$ cat config.mk
export PLATFORM = sky130hd
export DESIGN_NAME = conv_row_top
export DESIGN_NICKNAME = d
export VERILOG_FILES = /design/src/conv_pkg.sv /design/src/mac_if.sv /design/src/conv_row_top.sv /design/src/conv_apb_regs.sv /design/src/conv_row_mac.sv /design/src/approx_mult8.sv
export VERILOG_INCLUDE_DIRS = /design/src
export SDC_FILE = /design/constraint.sdc
export NUM_CORES = 1
export LEC_CHECK = 0
export ABC_AREA = 1
export BUFFER_PORTS_ARGS = -buffer_cell sky130_fd_sc_hd__buf_2
export CAP_MARGIN = 20
export CORE_ASPECT_RATIO = 0.5
export CORE_MARGIN = 4
export CORE_UTILIZATION = 56
export CTS_CLUSTER_SIZE = 24
export DETAILED_ROUTE_END_ITERATION = 16
export PLACE_DENSITY = 0.78
export REMOVE_ABC_BUFFERS = 1
export SKIP_LAST_GASP = 1
export SYNTH_ARGS = -nofsm -noshare
export SYNTH_HDL_FRONTEND = slang
export SYNTH_HIERARCHICAL = 1
export SYNTH_SLANG_ARGS = --single-unit
$ cat constraint.sdc
create_clock -name clk -period 4.3 [get_ports clk]
set_input_delay 0 -clock clk [delete_from_list [all_inputs] [get_ports clk]]
set_output_delay 0 -clock clk [all_outputs]
set_load 0.01 [all_outputs]
$ cat src/conv_macros.svh
`ifndef CONV_MACROS_SVH
`define CONV_MACROS_SVH

// Taps in one kernel row.
`define CONV_TAPS 5

// Operand width for weights and pixels.
`define CONV_DW 8

// Full product width of one 8x8 multiply.
`define CONV_PW 16

// Five maximal products fit in 19 bits.
`define CONV_ACC_W 19

// APB address width.
`define CONV_AW 8

`endif
$ cat src/conv_pkg.sv
`include "conv_macros.svh"

package conv_pkg;

    typedef enum logic [1:0] {
        ST_IDLE  = 2'd0,
        ST_RUN   = 2'd1,
        ST_FLUSH = 2'd2
    } mac_state_e;

    // Byte offsets of the host-visible registers.
    typedef enum logic [`CONV_AW-1:0] {
        REG_CTRL   = 8'h00,
        REG_STATUS = 8'h04,
        REG_RESULT = 8'h08,
        REG_W0     = 8'h10,
        REG_W1     = 8'h14,
        REG_W2     = 8'h18,
        REG_W3     = 8'h1c,
        REG_W4     = 8'h20,
        REG_P0     = 8'h30,
        REG_P1     = 8'h34,
        REG_P2     = 8'h38,
        REG_P3     = 8'h3c,
        REG_P4     = 8'h40
    } reg_addr_e;

endpackage

$ cat src/mac_if.sv
`include "conv_macros.svh"

interface mac_if;

    logic [`CONV_TAPS-1:0][`CONV_DW-1:0] weights;
    logic [`CONV_TAPS-1:0][`CONV_DW-1:0] pixels;
    logic                                exact_mode;
    logic                                start;

    logic                                busy;
    logic                                done;
    logic [`CONV_ACC_W-1:0]              result;

    modport regs (
        output weights,
        output pixels,
        output exact_mode,
        output start,
        input  busy,
        input  done,
        input  result
    );

    modport engine (
        input  weights,
        input  pixels,
        input  exact_mode,
        input  start,
        output busy,
        output done,
        output result
    );

endinterface

$ cat src/conv_row_top.sv
`include "conv_macros.svh"

module conv_row_top (
    input  logic                clk,
    input  logic                arst_n,
    input  logic                psel,
    input  logic                penable,
    input  logic                pwrite,
    input  logic [`CONV_AW-1:0] paddr,
    input  logic [31:0]         pwdata,
    output logic [31:0]         prdata,
    output logic                pready,
    output logic                pslverr
);

    mac_if u_bus ();

    // Host side register block.
    conv_apb_regs u_regs (
        .clk     (clk),
        .arst_n  (arst_n),
        .psel    (psel),
        .penable (penable),
        .pwrite  (pwrite),
        .paddr   (paddr),
        .pwdata  (pwdata),
        .prdata  (prdata),
        .pready  (pready),
        .pslverr (pslverr),
        .bus     (u_bus.regs)
    );

    // Row engine.
    conv_row_mac u_mac (
        .clk    (clk),
        .arst_n (arst_n),
        .bus    (u_bus.engine)
    );

endmodule

$ cat src/conv_apb_regs.sv
`include "conv_macros.svh"

module conv_apb_regs import conv_pkg::*; (
    input  logic                clk,
    input  logic                arst_n,
    input  logic                psel,
    input  logic                penable,
    input  logic                pwrite,
    input  logic [`CONV_AW-1:0] paddr,
    input  logic [31:0]         pwdata,
    output logic [31:0]         prdata,
    output logic                pready,
    output logic                pslverr,
    mac_if.regs                 bus
);

    logic [`CONV_TAPS-1:0][`CONV_DW-1:0] weights_q;
    logic [`CONV_TAPS-1:0][`CONV_DW-1:0] pixels_q;
    logic [`CONV_ACC_W-1:0]              result_q;
    logic                                exact_mode_q;
    logic                                start_q;
    logic                                done_sticky;
    logic [`CONV_TAPS-1:0]               w_hit;
    logic [`CONV_TAPS-1:0]               p_hit;
    logic                                ctrl_hit;
    logic                                stat_hit;
    logic                                res_hit;
    logic                                mapped;
    logic                                engine_busy;
    logic                                access;
    logic                                err;
    logic                                wr_ok;
    logic                                start_ok;

    assign access      = psel & penable;
    assign engine_busy = bus.busy | start_q;
    assign pready      = 1'b1;

    // ~~~~~~~~~~~~~~~~~~~~~~~~~~~~~~~~~~~~~~~~~~~~~~~~~~
    // Address decode and read mux
    // ~~~~~~~~~~~~~~~~~~~~~~~~~~~~~~~~~~~~~~~~~~~~~~~~~~
    always_comb begin
        ctrl_hit = 1'b0;
        stat_hit = 1'b0;
        res_hit  = 1'b0;
        w_hit    = '0;
        p_hit    = '0;
        case (paddr)
            REG_CTRL:   ctrl_hit = 1'b1;
            REG_STATUS: stat_hit = 1'b1;
            REG_RESULT: res_hit  = 1'b1;
            REG_W0:     w_hit[0] = 1'b1;
            REG_W1:     w_hit[1] = 1'b1;
            REG_W2:     w_hit[2] = 1'b1;
            REG_W3:     w_hit[3] = 1'b1;
            REG_W4:     w_hit[4] = 1'b1;
            REG_P0:     p_hit[0] = 1'b1;
            REG_P1:     p_hit[1] = 1'b1;
            REG_P2:     p_hit[2] = 1'b1;
            REG_P3:     p_hit[3] = 1'b1;
            REG_P4:     p_hit[4] = 1'b1;
            default:    ;
        endcase
        mapped = ctrl_hit | stat_hit | res_hit | (|w_hit) | (|p_hit);

        prdata = '0;
        if (ctrl_hit) begin
            prdata[1] = exact_mode_q;
        end
        if (stat_hit) begin
            prdata[1:0] = {done_sticky, engine_busy};
        end
        if (res_hit) begin
            prdata[`CONV_ACC_W-1:0] = result_q;
        end
        for (int i = 0; i < `CONV_TAPS; i++) begin
            if (w_hit[i]) begin
                prdata[`CONV_DW-1:0] = weights_q[i];
            end
            if (p_hit[i]) begin
                prdata[`CONV_DW-1:0] = pixels_q[i];
            end
        end
    end

    // Status and result are read only; operands and control lock while busy.
    assign err = ~mapped
               | (pwrite & (stat_hit | res_hit))
               | (pwrite & engine_busy & (ctrl_hit | (|w_hit) | (|p_hit)));

    assign pslverr  = access & err;
    assign wr_ok    = access & pwrite & ~err;
    assign start_ok = wr_ok & ctrl_hit & pwdata[0];

    always_ff @(posedge clk or negedge arst_n) begin
        if (!arst_n) begin
            exact_mode_q <= 1'b0;
            start_q      <= 1'b0;
            done_sticky  <= 1'b0;
            result_q     <= '0;
        end else begin
            start_q <= start_ok;
            if (wr_ok && ctrl_hit) begin
                exact_mode_q <= pwdata[1];
            end
            if (bus.done) begin
                done_sticky <= 1'b1;
                result_q    <= bus.result;
            end else if (start_ok) begin
                done_sticky <= 1'b0;
            end
        end
    end

    always_ff @(posedge clk) begin
        for (int i = 0; i < `CONV_TAPS; i++) begin
            if (wr_ok && w_hit[i]) begin
                weights_q[i] <= pwdata[`CONV_DW-1:0];
            end
            if (wr_ok && p_hit[i]) begin
                pixels_q[i] <= pwdata[`CONV_DW-1:0];
            end
        end
    end

    assign bus.weights    = weights_q;
    assign bus.pixels     = pixels_q;
    assign bus.exact_mode = exact_mode_q;
    assign bus.start      = start_q;

endmodule

$ cat src/conv_row_mac.sv
`include "conv_macros.svh"

module conv_row_mac import conv_pkg::*; (
    input  logic  clk,
    input  logic  arst_n,
    mac_if.engine bus
);

    mac_state_e             state;
    logic [2:0]             tap_idx;
    logic                   mode_q;
    logic                   done_q;
    logic                   acc_en;
    logic [`CONV_DW-1:0]    cur_w;
    logic [`CONV_DW-1:0]    cur_p;
    logic [`CONV_PW-1:0]    approx_z;
    logic [`CONV_PW-1:0]    exact_z;
    logic [`CONV_PW-1:0]    prod_q;
    logic [`CONV_ACC_W-1:0] prod_ext;
    logic [`CONV_ACC_W-1:0] acc_q;

    assign cur_w = bus.weights[tap_idx];
    assign cur_p = bus.pixels[tap_idx];

    // Weight drives x, so weights with bits 0 to 5 clear multiply exactly.
    approx_mult8 u_mult (
        .x (cur_w),
        .y (cur_p),
        .z (approx_z)
    );

    assign exact_z  = cur_w * cur_p;
    assign prod_ext = {{(`CONV_ACC_W - `CONV_PW){1'b0}}, prod_q};

    // The product register lags the tap index by one cycle, so the first
    // RUN cycle has nothing to add and FLUSH adds the last tap.
    assign acc_en = ((state == ST_RUN) && (tap_idx != 3'd0)) || (state == ST_FLUSH);

    // ~~~~~~~~~~~~~~~~~~~~~~~~~~~~~~~~~~~~~~~~~~~~~~~~~~
    // Sequencer and accumulator
    // ~~~~~~~~~~~~~~~~~~~~~~~~~~~~~~~~~~~~~~~~~~~~~~~~~~
    always_ff @(posedge clk or negedge arst_n) begin
        if (!arst_n) begin
            state   <= ST_IDLE;
            tap_idx <= '0;
            mode_q  <= 1'b0;
            done_q  <= 1'b0;
            acc_q   <= '0;
        end else begin
            done_q <= 1'b0;
            if (acc_en) begin
                acc_q <= acc_q + prod_ext;
            end
            case (state)
                ST_IDLE: begin
                    if (bus.start) begin
                        state   <= ST_RUN;
                        tap_idx <= '0;
                        mode_q  <= bus.exact_mode;
                        acc_q   <= '0;
                    end
                end
                ST_RUN: begin
                    if (tap_idx == 3'(`CONV_TAPS - 1)) begin
                        state <= ST_FLUSH;
                    end else begin
                        tap_idx <= tap_idx + 3'd1;
                    end
                end
                ST_FLUSH: begin
                    done_q <= 1'b1;
                    state  <= ST_IDLE;
                end
                default: state <= ST_IDLE;
            endcase
        end
    end

    always_ff @(posedge clk) begin
        if (state == ST_RUN) begin
            prod_q <= mode_q ? exact_z : approx_z;
        end
    end

    assign bus.busy   = (state != ST_IDLE);
    assign bus.done   = done_q;
    assign bus.result = acc_q;

endmodule

$ cat src/approx_mult8.sv
`include "conv_macros.svh"

module approx_mult8 (
    input  logic [`CONV_DW-1:0] x,
    input  logic [`CONV_DW-1:0] y,
    output logic [`CONV_PW-1:0] z
);

    logic [7:0][7:0]  pp;
    logic [6:0][12:0] corr;

    // Row i is y gated by multiplier bit i, weighted by 2**i.
    always_comb begin
        for (int i = 0; i < 8; i++) begin
            pp[i] = y & {8{x[i]}};
        end
    end

    // ~~~~~~~~~~~~~~~~~~~~~~~~~~~~~~~~~~~~~~~~~~~~~~~~~~
    // Correction words from rows 0 to 5, MSB first.
    // ~~~~~~~~~~~~~~~~~~~~~~~~~~~~~~~~~~~~~~~~~~~~~~~~~~
    assign corr[0] = {pp[4][7] & pp[5][6], pp[4][7] ^ pp[5][6], pp[3][7],
                      pp[2][7] | pp[3][6], pp[1][7], pp[0][7] ^ pp[1][6],
                      pp[2][3] & pp[3][2], pp[0][4] ^ pp[1][3], 1'b0,
                      pp[0][2] & pp[1][1], pp[2][0], 2'b00};

    assign corr[1] = {pp[5][7], 1'b0, pp[4][5] & pp[5][4],
                      pp[4][5] ^ pp[5][4], pp[2][5] | pp[3][4], 2'b00,
                      pp[0][5] | pp[1][4], 1'b0,
                      pp[2][1] | pp[3][0], 3'b000};

    assign corr[2] = {2'b00, pp[4][6] & pp[5][5], 1'b0,
                      pp[2][6] & pp[3][5], 2'b00,
                      pp[2][2] ^ pp[3][1], 5'b00000};

    assign corr[3] = {2'b00, pp[4][6] | pp[5][5], 1'b0,
                      pp[2][6] | pp[3][5], 8'h00};

    // The last three words each hold a single bit at weight 2**8.
    assign corr[4] = {4'h0, pp[4][3] | pp[5][2], 8'h00};
    assign corr[5] = {4'h0, pp[4][4] & pp[5][3], 8'h00};
    assign corr[6] = {4'h0, pp[4][4] | pp[5][3], 8'h00};

    // Rows 6 and 7 go in exactly at their true weights.
    always_comb begin
        z = {2'b00, pp[6], 6'b000000} + {1'b0, pp[7], 7'b0000000};
        for (int k = 0; k < 7; k++) begin
            z = z + {3'b000, corr[k]};
        end
    end

endmodule

# Word-level counts from Yosys, hierarchy flattened
# Cells that the tools add are included.
totals:
  register_bits: 144
  latch_bits: 0
  mem_bits_rw: 0
  rom_bits: 0
  inputBits: 45
  out_inout_bits: 34
  wordCells: 166
  n_memories: 0
classes:
  add_sub_neg: 10
  mul: 1
  div: 0
  order_cmp: 1
  n_eq_ne: 18
  shifts: 0
  muxes: 43
  bitwise: 49
  reduce_logical: 24
ops:
  columns: ["op", "count"]
  rows:
  - ["$mux 8", 12]
  - ["$mux 19", 4]
  - ["$and 8x8->8", 8]
  - ["$add 16x9->16", 3]
  - ["$bmux 8 s3", 2]
  - ["$eq 8x6->1 const B", 5]
  - ["$add 16x11->16", 2]
  - ["$add 16x13->16", 2]
  - ["$eq 8x5->1 const B", 4]
  - ["$add 19x16->19", 1]
  - ["$or 1x1->1", 18]
  - ["$mux 1", 17]
  - ["$add 14x15->16", 1]
  - ["$and 1x1->1", 16]
  - ["$mul 8x8->16", 1]
  - ["$mux 16", 1]
  - ["$logic_and 1x1->1", 12]
  - ["$reduce_or 5->1", 2]
  - ["$eq 8x3->1 const B", 1]
  - ["$eq 8x4->1 const B", 1]
  - ["$eq 8x7->1 const B", 1]
  - ["$logic_not 8->1", 1]
  - ["$mux 2", 3]
  - ["$mux 3", 2]
  - ["17 further kinds", 26]

# Longest topological paths before layout
depth:
  ltp_word: 15
  depth_mapped: 27
  depth_no_buf: 25

# Modules after synthesis
# The synthesis kept the hierarchy.
by_module_without_submodules:
  columns: ["module", "n_inst", "cells_each", "area_per_inst_um2", "seq_area_each_um2"]
  rows:
  - ["conv_row_mac", 1, 867, 5891.9, 1131.1]
  - ["conv_apb_regs", 1, 414, 4408.0, 2952.8]
  - ["approx_mult8", 1, 189, 1353.8, 0.0]

# Worst setup path after synthesis
# OpenSTA, ideal clock, no wires.
synth_path:
  kind: "flip-flop to flip-flop"
  from: "reg u_mac.tap_idx[0]"
  to: "reg u_mac.prod_q[8], data pin"
  t_arrival_ps: 4325
  slack_ps: -294
  stages_incl_launch_ff: 24
  n_path_buf: 2
  period_less_slack_ps: 4594
  cell_sequence: "dfrtp_1 -> inv_2 -> buf_4 -> buf_4 -> nand2_1 -> nand3_1 -> nand3_1 -> o21ai_4 -> nand2_1 -> inv_1 -> fa_1 -> inv_1 -> fa_1 -> inv_1 -> fa_1 -> inv_1 -> fa_1 -> inv_1 -> ha_1 -> a21oi_1 -> o21ai_0 -> a21oi_1 -> xor2_1 -> o21ai_0"
synth_between:
  elab_chain_len: 12
  word_cells_on_any_way: 35
  classes_between: "8 x add/sub; 1 x mul; 5 x mux; 21 x bitwise"
synth_rtl:
  columns: ["item", "line", "text"]
  rows:
  - ["start: declaration", "conv_row_mac.sv:10", "logic [2:0] tap_idx;"]
  - ["start signal: assignment", "conv_row_mac.sv:67", "tap_idx <= tap_idx + 3'd1;"]
  - ["$bmux 8 s3 *", "conv_row_mac.sv:23", "assign cur_p = bus.pixels[tap_idx];"]
  - ["$mux 8 (implied by the code) *", "conv_row_mac.sv:23", null]
  - ["via u_mac.cur_p[2]", "conv_row_mac.sv:15", "logic [`CONV_DW-1:0] cur_p;"]
  - ["$and 8x8->8", "approx_mult8.sv:15", "pp[i] = y & {8{x[i]}};"]
  - ["$add 14x15->16, or another cell as far along", "approx_mult8.sv:46", "z = {2'b00, pp[6], 6'b000000} + {1'b0, pp[7], 7'b0000000};"]
  - ["$add 16x13->16 (2 in series)", "approx_mult8.sv:48", "z = z + {3'b000, corr[k]};"]
  - ["$add 16x11->16 (2 in series)", "approx_mult8.sv:48", null]
  - ["$add 16x9->16 (3 in series)", "approx_mult8.sv:48", null]
  - ["$mux 16 *", "conv_row_mac.sv:81", "prod_q <= mode_q ? exact_z : approx_z;"]
  - ["end signal: assignment", "conv_row_mac.sv:81", null]
  - ["end: declaration", "conv_row_mac.sv:18", "logic [`CONV_PW-1:0] prod_q;"]
# The timed path passes the listed nets; every way through them passes the cells marked *. The select of a mux whose other input is x is not followed.
# A chain may end at the register's enable or synchronous reset.

# Final worst setup path
layout_path:
  from: "reg u_mac.tap_idx[0]"
  to: "reg u_mac.prod_q[14], data pin"
layout_between:
  elab_chain_len: 12
  word_cells_on_any_way: 42
  classes_between: "8 x add/sub; 1 x mul; 5 x mux; 28 x bitwise"
layout_rtl:
  columns: ["item", "line", "text"]
  rows:
  - ["$bmux 8 s3 *", "conv_row_mac.sv:22", "assign cur_w = bus.weights[tap_idx];"]
  - ["$mux 8 (implied by the code) *", "conv_row_mac.sv:22", null]
  - ["via u_mac.cur_w[2]", "conv_row_mac.sv:14", "logic [`CONV_DW-1:0] cur_w;"]
  - ["$and 8x8->8", "approx_mult8.sv:15", null]
  - ["$and 1x1->1 or $or 1x1->1 (tied branches)", "approx_mult8.sv:24, approx_mult8.sv:23", null]
  - ["$add 16x13->16 (2 in series)", "approx_mult8.sv:48", null]
  - ["$add 16x11->16 (2 in series)", "approx_mult8.sv:48", null]
  - ["$add 16x9->16 (3 in series)", "approx_mult8.sv:48", null]
  - ["$mux 16 *", "conv_row_mac.sv:81", null]
# Marked as above.

==> metrics <==
Critical Path RT 4490 ps; H-tree depth 4; number of core rows 36; kind of critical path register to register; Die H 110 um; asr flop ratio synth 0.333; footprint of the multi-input gates 6460 um2; #FFs+latches synth 144; nature of the critical path endpoint register; met2 WL post-DR 16000 um; Arr. time, crit path 5040 ps; fin util 0.700; Reg clk slew, reported paths 70 ps; TritonCTS Sinks 144; Via-to-Cell Ratio 5.54; layout cells sized above 1 0.190; count leader, synth nand2_1; first-pass GRT wire length 54600 um; Setup crit start kind register; Avg Inst Size Synth 7.93 um2; Power Dens Cells 268 nW/um2; Top FF cell, synth edfxtp_1; RSZ-0062 raised after global routing yes; maximum VDD drop 0.208 mV; clock network power share 0.404; antenna viol nets, final 0; Internal 2.64 mW; fin cells 1909; vias in the first global route 10500; initial antenna violation count 3; HP Class input port to asynchronous set/reset pin; DR top layer met5; TritonCTS clock tree done; nets@finish 1812; Residual DRC 0; f_max 206 MHz; M1 wire length 14300 um; PortBufs 40; clock root buffer clkbuf_16; Yosys warning count 6; DR WL/cell 18.0 um; Final Hold Fails 11; pin count of the biggest net entering global routing 49; setup_tns -4780 ps; Post-Place Cell Area 12800 um2; die footprint 23300 um2; area leader, netlist edfxtp_1; P_leak 7.43 nW; Gate power share 0.199; outcome finished with violations; R2R setup slack -540 ps; Post-Route Skew 11.0 ps; Design Power 3.74 mW; area delta synth->final 19.9%; post-DP HPWL 25800 um; Post-Syn Area 11700 um2; actual slew at the worst max-slew pin 1110 ps; max cap viols 0; Register-to-Register Path Depth 22; Ports 79; 1st-iter DRT viols 1113; distinct cell type count after synthesis 47; top post-synthesis cells by area edfxtp_1 (25%), nand2_1 (12%), dfrtp_1 (10%); Via Count 10600; Core ar. 20000 um2; DRT Pass-1 Iters 8; area share of the largest cell type after synthesis 0.247; metal3 WL 3450 um; placed insts 1853; Slew Limit Fails 0; Post-Syn Instances 1470; Antenna Cells 0; die span in x 212 um; Global Route Usage Sum 0.303; slew margin rel. 0.257; failing checks hold timing, setup timing; register area share after synthesis 0.350; NetSw 1.10 mW; Starting Density 0.584; sw frac 0.294; CP max FO 20; Final Cell Area 14000 um2; Worst-Skew Late Latency 440 ps; Post-synth top cells nand2_1 (383), inv_1 (303), nand3_1 (106); fin worst setup slack -544 ps; number of synthesized flops with an enable pin 96; Tmin final 4840 ps; setup violators final 11; detailed-route wire length 34400 um; RePlAce Congestion 0.932; sequential cell area 4090 um2; total CTS buffers 17; Layout fillers 1575; share of power burned in registers 0.398; Hold WS -6.46 ps; Max clock buf depth 2; gr ovfl total 0; Tcrit/Tclk final 1.13
logic make-up after synthesis:
logic type                 Yosys count  synth area share
adders and majority gates          137             0.184
other                                3          0.000966
AOI/OAI and AO/OA                  170            0.0924
xor gates and xnor gates            13           0.00977
DFF                                144             0.350
and+or+nand+nor                    646             0.238
buffers and inverters              357             0.125
repair_timing:
item / 4_1_cts / 5_1_grt
hold buffers: 9 / 0
resized for setup: 44 / 46
setup endpoints to repair: 11 / 11
cloned: 1 / 1
setup buffers: 2 / 11
pin swaps: 13 / 26
hold endpoints to repair: 130 / 0
cell type report:
| type | instances | area share |
|---|---|---|
| well taps | 266 | 0.0238 |
| inverters | 312 | 0.0840 |
| repair buffers | 173 | 0.0951 |
| clock buffers | 17 | 0.0304 |
| clock inverters | 15 | 0.0119 |
| multi-input cells | 982 | 0.463 |
| flip-flops and latches | 144 | 0.292 |
stage by stage:
step                      hold WS, ps  setup slack [ps]
final                           -6.46              -544
after global routing             5.37              -745
after CTS                        6.08              -430
after detailed placement          269              -610
after global placement            242              -515
after floorplan                  -296             -1090
critical path, stage by stage, from the launching register on:
cell     delay [ps]
dfrtp_2         450
buf_12          170
o21ai_0         270
nand3_2         160
o21ai_4         160
buf_4           220
nand2_1          60
inv_1            90
fa_2            460
ha_1            310
inv_1            60
fa_1            500
fa_1            560
inv_2            60
ha_4            300
buf_4           110
nand4_1          90
o21ai_2         180
nand2_1         120
nand2_1          80
nand2_1          50
nand3_1          80
nand2_1          60
worst paths after layout:
path,startpoint,end
hold reg to reg,u_regs/bus.start,u_mac/bus.result[2]
setup reg to reg,u_mac/tap_idx[0],u_mac/prod_q[14]
hold / removal,arst_n,u_mac/bus.result[9]
max in group asynchronous,arst_n,u_mac/tap_idx[0]
min in group clk,pwrite,u_regs/bus.start
setup / recovery,u_mac/tap_idx[0],u_mac/prod_q[14]
sequential cells by signal, indices dropped and copies added (netlist names):
register / flops
u_mac/prod_q: 16
u_mac/bus.result: 19
u_regs/bus.exact_mode: 1
u_regs/bus.start: 1
u_mac/tap_idx: 3
u_mac/mode_q: 1
u_regs/result_q: 19
u_regs/done_sticky: 1
u_mac/state: 2
u_mac/bus.done: 1
u_regs/bus.weights: 40
u_regs/bus.pixels: 40
cells in the final DEF (no fill, tap or decap), types with 3 or more instances in the layout:
master | synthesis | final
nand2_1 | 383 | 377
inv_1 | 303 | 296
buf_4 | 22 | 110
edfxtp_1 | 96 | 96
nand3_1 | 106 | 95
nor2_1 | 95 | 91
ha_1 | 80 | 72
fa_1 | 57 | 51
o21ai_0 | 62 | 48
dfrtp_1 | 48 | 47
a21oi_1 | 54 | 44
buf_2 | 8 | 41
nand4_1 | 23 | 23
o21ai_1 | 9 | 18
clkbuf_16 | 0 | 17
conb_1 | 3 | 16
o21ai_4 | 11 | 15
inv_2 | 8 | 14
nand3_2 | 3 | 14
o21ai_2 | 9 | 10
nand2_2 | 4 | 10
dlygate4sd3_1 | 0 | 9
nor2_2 | 6 | 9
o211ai_1 | 8 | 8
buf_12 | 0 | 7
a21oi_2 | 0 | 7
xor2_1 | 7 | 7
nor3_1 | 6 | 6
xnor2_1 | 6 | 6
fa_2 | 0 | 6
ha_4 | 0 | 6
buf_6 | 3 | 6
inv_6 | 0 | 5
o21bai_1 | 5 | 5
a22o_2 | 5 | 5
inv_8 | 0 | 4
nor2_4 | 2 | 3
or2_2 | 3 | 3
a21oi_4 | 0 | 3
o22ai_1 | 4 | 3
power groups by stage:
stage	logic, mW	registers [mW]	clock network [mW]
2_1_floorplan	0.378	1.52	0
3_3_place_gp	0.607	1.52	0
3_5_place_dp	0.623	1.52	0
4_1_cts	0.705	1.49	1.53
5_1_grt	0.832	1.49	1.59
6_report	0.743	1.49	1.51
routing by layer:
| metal | global-route usage | up-vias |
|---|---|---|
| met5 | 0 | - |
| met4 | 0.0712 | 2 |
| met3 | 0.0732 | 76 |
| met2 | 0.507 | 555 |
| met1 | 0.404 | 4999 |
| li1 | - | 4947 |
(Power assumes the default switching activity.)
